<file path="src/monitor.hex">
// one 32-bit word per line, word 0 first: {index, ~index, index ^ 5a, 80 + index}
00ff5a80
01fe5b81
02fd5882
03fc5983
04fb5e84
05fa5f85
06f95c86
07f85d87
08f75288
09f65389
0af5508a
0bf4518b
0cf3568c
0df2578d
0ef1548e
0ff0558f
10ef4a90
11ee4b91
12ed4892
13ec4993
14eb4e94
15ea4f95
16e94c96
17e84d97
18e74298
19e64399
1ae5409a
1be4419b
1ce3469c
1de2479d
1ee1449e
1fe0459f
</file>
<file path="src/soc_pkg.sv">
`default_nettype none

package soc_pkg;

  // bus widths
  localparam int DATA_W = 32;
  localparam int ADDR_W = 32;
  localparam int WORD_W = 14;
  localparam int CS_W   = 4;

  // chip-select codes
  localparam logic [CS_W-1:0] CS_NONE = 4'd0;
  localparam logic [CS_W-1:0] CS_VECT = 4'd1;
  localparam logic [CS_W-1:0] CS_ROM  = 4'd2;
  localparam logic [CS_W-1:0] CS_IO   = 4'd4;

  // address map
  localparam logic [ADDR_W-1:0] ROM_BASE  = 32'hffff_0000;
  localparam logic [ADDR_W-1:0] VECT_BASE = 32'hffff_ffe0;
  localparam logic [ADDR_W-1:0] IO_BASE   = 32'h0080_0800;
  localparam logic [ADDR_W-1:0] IO_LAST   = 32'h0080_0fff;

  // i/o register offsets, word index inside the 2 KB window
  localparam int IO_IDX_W = 9;
  localparam logic [IO_IDX_W-1:0] IO_SW  = 9'd0;
  localparam logic [IO_IDX_W-1:0] IO_LED = 9'd1;
  localparam logic [IO_IDX_W-1:0] IO_IRQ = 9'd2;

  // board i/o widths
  localparam int SW_W  = 16;
  localparam int LED_W = 18;
  localparam int IRQ_W = 3;

  // on-chip memory depths in words
  localparam int ROM_DEPTH  = 32;
  localparam int VECT_DEPTH = 8;

  // one bus address, seen whole or split into page / word / byte
  typedef union packed {
    logic [ADDR_W-1:0] raw;
    struct packed {
      logic [15:0]       page;
      logic [WORD_W-1:0] word;
      logic [1:0]        byte_off;
    } fields;
  } bus_addr_u;

endpackage

`default_nettype wire

</file>
<file path="src/dev_bus_if.sv">
`default_nettype none

interface dev_bus_if;
  import soc_pkg::*;

  // request side, from the fabric
  logic              stb;
  logic              we;
  logic [3:0]        sel;
  logic [WORD_W-1:0] word;
  logic [DATA_W-1:0] wdata;

  // response side, from the target
  logic [DATA_W-1:0] rdata;
  logic              ack;

  modport fabric (
    output stb, we, sel, word, wdata,
    input  rdata, ack
  );

  modport target (
    input  stb, we, sel, word, wdata,
    output rdata, ack
  );

endinterface

`default_nettype wire

</file>
<file path="src/addr_decoder.sv">
`default_nettype none

module addr_decoder (
  input  soc_pkg::bus_addr_u     adr_i,
  input  logic                   cyc_i,
  output logic [soc_pkg::CS_W-1:0] cs_o
);
  import soc_pkg::*;

  logic in_vect;
  logic in_rom;
  logic in_io;

  // vector window is the top 8 words
  assign in_vect = (adr_i.raw >= VECT_BASE);

  // rom window runs up to just below the vectors
  assign in_rom = (adr_i.raw >= ROM_BASE) && !in_vect;

  assign in_io = (adr_i.raw >= IO_BASE) && (adr_i.raw <= IO_LAST);

  always_comb begin
    cs_o = CS_NONE;
    if (cyc_i) begin
      // vectors checked first, they sit inside the rom page
      if (in_vect) begin
        cs_o = CS_VECT;
      end else if (in_rom) begin
        cs_o = CS_ROM;
      end else if (in_io) begin
        cs_o = CS_IO;
      end
    end
  end

endmodule

`default_nettype wire

</file>
<file path="src/onchip_mem.sv">
`default_nettype none

module onchip_mem #(
  parameter int DEPTH    = 32,
  parameter int WRITABLE = 0
) (
  input  logic sysclock,
  input  logic rst_n,
  dev_bus_if.target bus
);
  import soc_pkg::*;

  logic [DATA_W-1:0]          mem [DEPTH];
  logic [$clog2(DEPTH)-1:0]   idx;
  logic [1:0]                 ack_sr;

  // word index wraps at the memory depth
  assign idx = bus.word[$clog2(DEPTH)-1:0];

  // stage 0 marks the first wait cycle, stage 1 is the ack
  always_ff @(posedge sysclock or negedge rst_n) begin
    if (!rst_n) begin
      ack_sr <= 2'b00;
    end else if (bus.stb) begin
      ack_sr <= {ack_sr[0], ~|ack_sr};
    end else begin
      ack_sr <= 2'b00;
    end
  end

  assign bus.ack = ack_sr[1];

  // read data lands with the ack
  always_ff @(posedge sysclock) begin
    if (bus.stb && ack_sr[0]) begin
      bus.rdata <= mem[idx];
    end
  end

  if (WRITABLE != 0) begin : g_ram
    always_ff @(posedge sysclock) begin
      if (bus.stb && bus.we && ack_sr[0]) begin
        for (int b = 0; b < 4; b++) begin
          if (bus.sel[b]) begin
            mem[idx][8*b +: 8] <= bus.wdata[8*b +: 8];
          end
        end
      end
    end
  end else begin : g_rom
    initial begin
      $readmemh("/design/src/monitor.hex", mem);
    end
  end

endmodule

`default_nettype wire

</file>
<file path="src/io_regs.sv">
`default_nettype none

module io_regs (
  input  logic                       sysclock,
  input  logic                       rst_n,
  dev_bus_if.target                  bus,
  input  logic [soc_pkg::SW_W-1:0]   sw_i,
  input  logic                       key_i,
  output logic [soc_pkg::LED_W-1:0]  led_o,
  output logic [soc_pkg::IRQ_W-1:0]  irq_o
);
  import soc_pkg::*;

  logic [SW_W-1:0]     sw_s1;
  logic [SW_W-1:0]     sw_s2;
  logic [SW_W-1:0]     sw_s3;
  logic [2:0]          key_s;
  logic                key_rise;
  logic                sw_change;
  logic [1:0]          pend;
  logic [1:0]          pend_clr;
  logic                ack_q;
  logic                wr_en;
  logic [IO_IDX_W-1:0] io_idx;

  // two-flop synchronisers, third stage for edge detection
  always_ff @(posedge sysclock or negedge rst_n) begin
    if (!rst_n) begin
      sw_s1 <= '0;
      sw_s2 <= '0;
      sw_s3 <= '0;
      key_s <= 3'b000;
    end else begin
      sw_s1 <= sw_i;
      sw_s2 <= sw_s1;
      sw_s3 <= sw_s2;
      key_s <= {key_s[1:0], key_i};
    end
  end

  assign key_rise  = key_s[1] & ~key_s[2];
  assign sw_change = (sw_s2 != sw_s3);

  assign io_idx = bus.word[IO_IDX_W-1:0];
  assign wr_en  = bus.stb && bus.we && !ack_q;

  // write-one-to-clear on the irq word
  assign pend_clr = (wr_en && io_idx == IO_IRQ) ? bus.wdata[1:0] : 2'b00;

  // single ack pulse, one wait cycle
  always_ff @(posedge sysclock or negedge rst_n) begin
    if (!rst_n) begin
      ack_q <= 1'b0;
      led_o <= '0;
      pend  <= 2'b00;
    end else begin
      ack_q <= bus.stb && !ack_q;
      // a new event wins over a clear in the same cycle
      pend  <= (pend & ~pend_clr) | {sw_change, key_rise};
      if (wr_en && io_idx == IO_LED) begin
        if (bus.sel[0]) led_o[7:0]   <= bus.wdata[7:0];
        if (bus.sel[1]) led_o[15:8]  <= bus.wdata[15:8];
        if (bus.sel[2]) led_o[17:16] <= bus.wdata[17:16];
      end
    end
  end

  assign bus.ack = ack_q;

  always_ff @(posedge sysclock) begin
    if (bus.stb && !ack_q) begin
      case (io_idx)
        IO_SW:   bus.rdata <= {{(DATA_W-SW_W){1'b0}}, sw_s2};
        IO_LED:  bus.rdata <= {{(DATA_W-LED_W){1'b0}}, led_o};
        IO_IRQ:  bus.rdata <= {{(DATA_W-2){1'b0}}, pend};
        default: bus.rdata <= '0;
      endcase
    end
  end

  // request line: valid flag on top of the pending bits
  assign irq_o = (|pend) ? {1'b1, pend} : 3'b000;

endmodule

`default_nettype wire

</file>
<file path="src/bus_fabric.sv">
`default_nettype none

module bus_fabric (
  input  logic                       sysclock,
  input  logic                       rst_n,
  input  logic                       cyc_i,
  input  logic                       we_i,
  input  logic [3:0]                 sel_i,
  input  soc_pkg::bus_addr_u         adr_i,
  input  logic [soc_pkg::DATA_W-1:0] dat_i,
  input  logic [soc_pkg::CS_W-1:0]   cs_i,
  output logic [soc_pkg::DATA_W-1:0] dat_o,
  output logic                       ack_o,
  output logic                       err_o,
  dev_bus_if.fabric                  vect,
  dev_bus_if.fabric                  rom,
  dev_bus_if.fabric                  io
);
  import soc_pkg::*;

  logic [DATA_W-1:0] rdata_sel;
  logic              ack_sel;
  logic              err_q;

  // strobes, one per target
  assign vect.stb = cyc_i && (cs_i == CS_VECT);
  assign rom.stb  = cyc_i && (cs_i == CS_ROM);
  assign io.stb   = cyc_i && (cs_i == CS_IO);

  // the rest of the request is shared
  assign vect.we    = we_i;
  assign vect.sel   = sel_i;
  assign vect.word  = adr_i.fields.word;
  assign vect.wdata = dat_i;
  assign rom.we     = we_i;
  assign rom.sel    = sel_i;
  assign rom.word   = adr_i.fields.word;
  assign rom.wdata  = dat_i;
  assign io.we      = we_i;
  assign io.sel     = sel_i;
  assign io.word    = adr_i.fields.word;
  assign io.wdata   = dat_i;

  always_comb begin
    case (cs_i)
      CS_VECT: begin
        rdata_sel = vect.rdata;
        ack_sel   = vect.ack;
      end
      CS_ROM: begin
        rdata_sel = rom.rdata;
        ack_sel   = rom.ack;
      end
      CS_IO: begin
        rdata_sel = io.rdata;
        ack_sel   = io.ack;
      end
      default: begin
        rdata_sel = '0;
        ack_sel   = 1'b0;
      end
    endcase
  end

  assign ack_o = cyc_i && ack_sel;
  assign dat_o = ack_o ? rdata_sel : '0;

  // unmapped cycle, error one edge after cyc rises
  always_ff @(posedge sysclock or negedge rst_n) begin
    if (!rst_n) begin
      err_q <= 1'b0;
    end else begin
      err_q <= cyc_i && (cs_i == CS_NONE) && !err_q;
    end
  end

  assign err_o = err_q;

endmodule

`default_nettype wire

</file>
<file path="src/soc_bus_top.sv">
`default_nettype none

module soc_bus_top (
  input  logic                        sysclock,
  input  logic                        rst_n,
  input  logic                        cyc_i,
  input  logic                        we_i,
  input  logic [soc_pkg::ADDR_W-1:0]  adr_i,
  input  logic [3:0]                  sel_i,
  input  logic [soc_pkg::DATA_W-1:0]  dat_i,
  output logic [soc_pkg::DATA_W-1:0]  dat_o,
  output logic                        ack_o,
  output logic                        err_o,
  input  logic [soc_pkg::SW_W-1:0]    sw_i,
  input  logic                        key_i,
  output logic [soc_pkg::LED_W-1:0]   led_o,
  output logic [soc_pkg::IRQ_W-1:0]   irq_o
);
  import soc_pkg::*;

  logic [CS_W-1:0] chipselect;

  dev_bus_if vect_bus ();
  dev_bus_if rom_bus ();
  dev_bus_if io_bus ();

  addr_decoder u_dec (
    .adr_i (adr_i),
    .cyc_i (cyc_i),
    .cs_o  (chipselect)
  );

  bus_fabric u_fabric (
    .sysclock (sysclock),
    .rst_n    (rst_n),
    .cyc_i    (cyc_i),
    .we_i     (we_i),
    .sel_i    (sel_i),
    .adr_i    (adr_i),
    .dat_i    (dat_i),
    .cs_i     (chipselect),
    .dat_o    (dat_o),
    .ack_o    (ack_o),
    .err_o    (err_o),
    .vect     (vect_bus.fabric),
    .rom      (rom_bus.fabric),
    .io       (io_bus.fabric)
  );

  // 0xffffffe0 - 0xffffffff
  onchip_mem #(.DEPTH(VECT_DEPTH), .WRITABLE(1)) u_vect (
    .sysclock (sysclock),
    .rst_n    (rst_n),
    .bus      (vect_bus.target)
  );

  // 0xffff0000 - 0xffffffdf
  onchip_mem #(.DEPTH(ROM_DEPTH), .WRITABLE(0)) u_rom (
    .sysclock (sysclock),
    .rst_n    (rst_n),
    .bus      (rom_bus.target)
  );

  // 0x00800800 - 0x00800fff
  io_regs u_io (
    .sysclock (sysclock),
    .rst_n    (rst_n),
    .bus      (io_bus.target),
    .sw_i     (sw_i),
    .key_i    (key_i),
    .led_o    (led_o),
    .irq_o    (irq_o)
  );

endmodule

`default_nettype wire

</file>
<file path="config.mk">
export PLATFORM = sky130hd
export DESIGN_NAME = soc_bus_top
export DESIGN_NICKNAME = d
export VERILOG_FILES = /design/src/soc_pkg.sv /design/src/dev_bus_if.sv /design/src/addr_decoder.sv /design/src/onchip_mem.sv /design/src/io_regs.sv /design/src/bus_fabric.sv /design/src/soc_bus_top.sv
export SDC_FILE = /design/constraint.sdc
export NUM_CORES = 1
export LEC_CHECK = 0
export ABC_AREA = 1
export BUFFER_PORTS_ARGS = -buffer_cell sky130_fd_sc_hd__buf_2
export CAP_MARGIN = 15
export CORE_UTILIZATION = 30
export DETAILED_ROUTE_END_ITERATION = 12
export PLACE_DENSITY = 0.59
export SYNTH_ARGS = -nofsm -noshare
export SYNTH_HDL_FRONTEND = slang
export SYNTH_SLANG_ARGS = --single-unit
</file>
<file path="constraint.sdc">
create_clock -name sysclock -period 2.07 [get_ports sysclock]
set_input_delay 0.1035 -clock sysclock [delete_from_list [all_inputs] [get_ports sysclock]]
set_output_delay 0.1035 -clock sysclock [all_outputs]
set_load 0.005 [all_outputs]
</file>
# ---- After elaboration in Yosys (flattened, before gate mapping)
# Memory sizes are Yosys's and may differ from the RTL's. A register that Yosys moved wholly into a read port is not among the register bits.
# Cells that the tools add are included.
dict set report totals {
  regBits 141
  mem_bits_rw 256
  elab_cells 84
  mem_count 1
}
# memory depth word_bits rd rd_ports_with_merged_regs wr line
set mem_list {}
lappend mem_list {u_vect.mem 8 32 1 1 1 onchip_mem.sv:13} ;# logic [DATA_W-1:0] mem [DEPTH];
dict set report op_classes {
  n_lt_le_gt_ge 4
  n_eq_ne 6
  n_mux 24
  bitwise_logic 5
  n_reduce_logical 30
}
# op count
set op_table {}
lappend op_table {{32-bit case mux with 3 select lines} 1}
lappend op_table {{32-bit greater-or-equal comparator (second input constant)} 2}
lappend op_table {{18-bit case mux with 3 select lines} 1}
lappend op_table {{32-bit by 24-bit greater-or-equal comparator with 1-bit output (second input constant)} 1}
lappend op_table {{32-bit by 24-bit less-or-equal comparator with 1-bit output (second input constant)} 1}
lappend op_table {{32-bit 2-to-1 mux} 1}
lappend op_table {{1-bit logical AND} 17}
lappend op_table {{16-bit inequality test} 1}
lappend op_table {{1-bit 2-to-1 mux} 12}
lappend op_table {{4-bit 2-to-1 mux} 3}
lappend op_table {{9-bit by 1-bit equality test with 1-bit output (second input constant)} 1}
lappend op_table {{9-bit by 2-bit equality test with 1-bit output (second input constant)} 1}
lappend op_table {{9-bit zero test} 1}
lappend op_table {{2-bit 2-to-1 mux} 3}
lappend op_table {{3-bit 2-to-1 mux} 2}
lappend op_table {{2-bit AND reduction} 3}
lappend op_table {{2-bit OR reduction} 3}
lappend op_table {{1-bit zero test} 5}
lappend op_table {{4-bit by 1-bit equality test with 1-bit output (second input constant)} 1}
lappend op_table {{4-bit by 2-bit equality test with 1-bit output (second input constant)} 1}
lappend op_table {{4-bit by 3-bit equality test with 1-bit output (second input constant)} 1}
lappend op_table {{4-bit zero test} 1}
lappend op_table {{1-bit case mux with 3 select lines} 1}
lappend op_table {{2-bit bitwise AND} 1}
lappend op_table {{4 further kinds} 4}

# ---- Depth between registers and ports, before layout
dict set report depth {
  word_depth 15
  mapped_depth 12
  ltp_nobuf 10
}

# ---- Hierarchy
# A second synthesis with hierarchy kept.
dict set report unflattened {
  cells_unflattened 1903
  area_unflattened_um2 18112.4
}
# module n_inst cells_each area_each_um2 seq_area_each_um2
set by_module_without_submodules {}
lappend by_module_without_submodules {{onchip_mem (u_vect)} 1 1062 11743.8 8698.3}
lappend by_module_without_submodules {io_regs 1 337 3574.7 2342.2}
lappend by_module_without_submodules {bus_fabric 1 416 2280.9 25.0}
lappend by_module_without_submodules {{onchip_mem (u_rom)} 1 40 315.3 50.0}
lappend by_module_without_submodules {addr_decoder 1 48 197.7 0.0}

# ---- Least setup slack after synthesis
# OpenSTA, ideal clock, no wires.
dict set report synth_path {
  path_type {input port to flip-flop}
  from {input adr_i[31] (netlist name)}
  to {memory u_vect.mem[0][10] (enable)}
  setup_time_ns 0.371
  arrival_time_ns 2.008
  required_ns 1.699
  slack_ns -0.309
  cell_stages 8
  path_buffers 0
  cell_sequence {nand2_1 nor2_1 nand2_1 nor2_4 nand3_4 nor2_4 nand3_1 nor2_1}
}
dict set report synth_via {
  elab_chain_len 12
  elab_cells_between_ends 17
  cone_classes {order compare (4); eq/ne (1); mux (6); reduce/logical (6)}
}
# item line
set synth_rtl {}
lappend synth_rtl {{from (decl)} soc_bus_top.sv:8} ;# input logic [soc_pkg::ADDR_W-1:0] adr_i,
lappend synth_rtl {{32-bit by 24-bit greater-or-equal comparator with 1-bit output, or another cell as far along} addr_decoder.sv:20} ;# assign in_io = (adr_i.raw >= IO_BASE) && (adr_i.raw <= IO_LAST);
lappend synth_rtl {{1-bit logical AND / 1-bit zero test (equally long branches)} {addr_decoder.sv:20, addr_decoder.sv:18}}
lappend synth_rtl {{3-bit 2-to-1 mux / 1-bit logical AND (equally long branches)} {addr_decoder.sv:30, addr_decoder.sv:18}}
lappend synth_rtl {{4-bit 2-to-1 mux} addr_decoder.sv:28} ;# end else if (in_rom) begin
lappend synth_rtl {{4-bit 2-to-1 mux (*)} addr_decoder.sv:26} ;# if (in_vect) begin
lappend synth_rtl {{4-bit 2-to-1 mux (*)} addr_decoder.sv:24} ;# if (cyc_i) begin
lappend synth_rtl {{4-bit by 1-bit equality test with 1-bit output (*)} bus_fabric.sv:26} ;# assign vect.stb = cyc_i && (cs_i == CS_VECT);
lappend synth_rtl {{1-bit logical AND (*)} bus_fabric.sv:26}
lappend synth_rtl {{1-bit logical AND (*) (2 in series)} onchip_mem.sv:42} ;# if (bus.stb && bus.we && ack_sr[0]) begin
lappend synth_rtl {{1-bit 2-to-1 mux (*)} onchip_mem.sv:42}
lappend synth_rtl {{1-bit 2-to-1 mux (not written as such) (*)} onchip_mem.sv:45} ;# mem[idx][8*b +: 8] <= bus.wdata[8*b +: 8];
lappend synth_rtl {{to (decl)} onchip_mem.sv:13}
# Mark *: on every way between the ends. The rest lies on a longest branch, timed or not.

# ---- Worst setup path in the final report
dict set report layout_path {
  from {register u_io.ack_q (netlist: u_io.bus.ack)}
  to {output dat_o[12] (netlist name)}
}
dict set report layout_via {
  elab_chain_len 3
}
# item line
set layout_rtl {}
lappend layout_rtl {{from (decl)} io_regs.sv:22} ;# logic ack_q;
lappend layout_rtl {{from (signal assigned)} io_regs.sv:57} ;# ack_q <= bus.stb && !ack_q;
lappend layout_rtl {{1-bit case mux with 3 select lines} bus_fabric.sv:45} ;# case (cs_i)
lappend layout_rtl {{1-bit logical AND} bus_fabric.sv:65} ;# assign ack_o = cyc_i && ack_sel;
lappend layout_rtl {{32-bit 2-to-1 mux} bus_fabric.sv:66} ;# assign dat_o = ack_o ? rdata_sel : '0;
lappend layout_rtl {{to (decl)} soc_bus_top.sv:11} ;# output logic [soc_pkg::DATA_W-1:0] dat_o,
# Every way passes these cells.

==> flow_summary.toml <==
[critical_path]
critPathMaxStageDelay_ps = 410
crit_chain = "nand2_1 -> nand3_2 -> buf_4 -> nand2_1 -> inv_1 -> buf_2"
worst_setup_path_start_kind = "register"
slowest_stage = "dfrtp_1"
critPathMaxFanout = 16
worst_ep_required_time_ps = 1970
end_kind = "output port"
critPathMostFrequentCell = "nand2_1"
cp_data_arrival_time_ps = 1690
worstSetupPathType = "reg2out"

[global_routing]
grt_pass1_vias = 9204
gr-usage-all-layers = 0.142
grt.overflow.total = 0
grt_pass1_wl_um = 53400
antenna_found_initial = 1
grt_max_degree = 50

[timing]
slew_headroom = 0.637
hold_viol_final = 0
final.min_clock_period_ps = 1800
tightestPinTransition_ps = 544
finalSetupViolCount = 0
rsz0062_at_grt = "no"
setup_slack_ps = 272
fmax_mhz = 556
hold_slack_ps = 66.8
finClkSkew_ps = 15.2
maxSlewViolCount = 0
timing.final.crit_share = 0.869

[floorplanning]
io_pins = 144
die_w_um = 222
core_um2 = 47800
die_y_um = 222
design.die.area_um2 = 49500
num_rows = 80
start_util = 0.305

[layout]
regArea_um2 = 11100
utilization = 0.382
antenna_cells = 0
final_nets = 1408
design_area_um2 = 18300
final_common_cell = "edfxtp_1"
layout_common_cells = "edfxtp_1 (306), nand2_1 (231), buf_2 (140)"
multiInputGateArea_um2 = 3180
area_delta_synth_final_pct = 25.2
drive_gt1_frac = 0.221
nFillCells = 4524

[synth]
ys_ff_latch = 383
avgSynthCellArea_um2 = 13.4
syn-num-nets = 1179
synth_area_leaders = "edfxtp_1 (63%), dfrtp_1 (13%), nand2_1 (6.0%)"
yosysUniqueCellTypes = 32
synth_top_area_frac = 0.630
yosys.area.top_type = "edfxtp_1"
syn_inst = 1090
syn-cell-area_um2 = 14600
ys_warn_count = 0
ys_seq_area_frac = 0.762

[power]
irDropWorstVdd_v = 0.000436
power.leakage_nw = 7.08
p_per_area_nw_per_um2 = 865

[clocking]
ctsResizeCount = 0
cts-htree-levels = 2
clk_pin_slew_ps = 60
cts_tree = "yes"
numCtsBuffers = 37
clockBufferDepth = 3
cts.sinks = 383
cts-root-buf = "clkbuf_16"
insertion_delay_ps = 520

[detailed_routing]
finalWirelength_um = 34900
drtIter0Drc = 650
avgViaCountPerCell = 4.57
vias = 8963
dr.pass1.iters = 5
routedWlPerCell_um = 17.8
final_antenna_net_count = 0
post-route-drc-count = 0

[placed_design]
dpl_cell_area_um2 = 16500
io_buffers = 141
post-place-ws_ps = 84.8
gp_congestion = 0.770
dp_hpwl_um = 24600

[flow_run]
drv_cap = 0

[worst_hold_path]
hp-class = "in2async"

[run_status]
status = "completed"
state kept, by name, summed over array words and instances, names as in the netlist:
name	cells
u_fabric.err_o	1
u_io.bus.ack	1
u_io.bus.rdata	18
u_io.key_s	3
u_io.led_o	18
u_io.pend	2
u_io.sw_s1	16
u_io.sw_s2	16
u_io.sw_s3	16
u_rom.ack_sr	2
u_vect.ack_sr	2
u_vect.bus.rdata	32
u_vect.mem	256
cells in the mapped netlist:
library cell  count
nand3b_1          1
nand4_2           1
nand2_1         233
buf_2            18
nor2_4            4
clkbuf_1         17
o21ai_0          21
nor3_1            4
nand3_4           1
nand3_2           6
inv_1            98
nand3_1          22
inv_2             2
nor3_2            1
edfxtp_1        306
nor4b_1           1
a21oi_1          25
xor2_1            5
nor2_1           91
buf_4             5
a211oi_1          2
buf_6             1
or2_2             4
o211ai_1          6
nor3b_1           1
xnor2_1           7
a22o_1           41
buf_1             2
a22oi_1          36
and3_1            2
dfrtp_1          77
nand4_1          49
critical path, delay by kind of cell (launching register included):
kind | cells | cell delay, ps
buffers and inverters | 3 | 430
flip-flops | 1 | 410
AND/OR/NAND/NOR | 3 | 320
through the flow:
| stage | power [mW] | setup TNS (ps) | instances |
|---|---|---|---|
| 6_report | 15.8 | 0 | 1961 |
| 5_1_grt | 16.2 | 0 | 1961 |
| 4_1_cts | 15.9 | 0 | 1958 |
| 3_5_place_dp | 9.15 | 0 | 1837 |
| 3_3_place_gp | 9.13 | 0 | 1837 |
| 2_1_floorplan | 8.80 | -31820 | 1090 |
cell type report:
cell class	instances	share of cell area
flip-flops and latches	383	0.609
multi-input cells	564	0.174
repair buffers	233	0.0869
clock buffers	45	0.0569
well taps	615	0.0421
inverters	100	0.0206
clock inverters	21	0.0106
final timing paths:
check | start | end | slack [ps] | cells after the start
worst min register to register | u_io.sw_s1[10]$_DFF_PN0_ | u_io.sw_s2[10]$_DFF_PN0_ | 350 | 0
worst max register to register | u_io.bus.ack$_DFF_PN0_ | u_io.led_o[16]$_DFFE_PN0P_ | 290 | 6
worst min-delay path | rst_n | u_fabric.err_o$_DFF_PN0_ | 70 | 2
min in group sysclock | adr_i[17] | u_rom.ack_sr[1]$_DFF_PN0_ | 80 | 7
worst max-delay path | u_io.bus.ack$_DFF_PN0_ | dat_o[12] | 270 | 6
max in group asynchronous | rst_n | u_io.sw_s2[13]$_DFF_PN0_ | 1420 | 3
layer usage:
| layer | GRT usage | share of wire | vias to the layer above |
|---|---|---|---|
| met5 | 0 | 0.00037 | - |
| met4 | 0.0420 | 0.020 | 2 |
| met3 | 0.0208 | 0.038 | 45 |
| met2 | 0.250 | 0.51 | 191 |
| met1 | 0.179 | 0.43 | 4415 |
| li1 | - | - | 4310 |
power breakdown:
part | internal (mW) | leakage [nW] | switching (mW) | total [mW]
clock network | 3.87 | 0.603 | 2.86 | 6.73
registers | 8.37 | 3.74 | 0.0276 | 8.40
logic | 0.257 | 2.74 | 0.402 | 0.659
what timing repair did:
item,CTS,global route
endpoints found under the hold margin,373,0
endpoints found under the setup margin,0,1
setup buffers,0,3
hold buffers,55,0
cell families after synthesis:
family                 Yosys count  synth area share
flip-flops                     383             0.762
AND/OR/NAND/NOR                421             0.127
AO/OA/AOI/OAI                  131            0.0631
buffers and inverters          143            0.0401
XOR/XNOR                        12           0.00721
(Power assumes the default switching activity.)
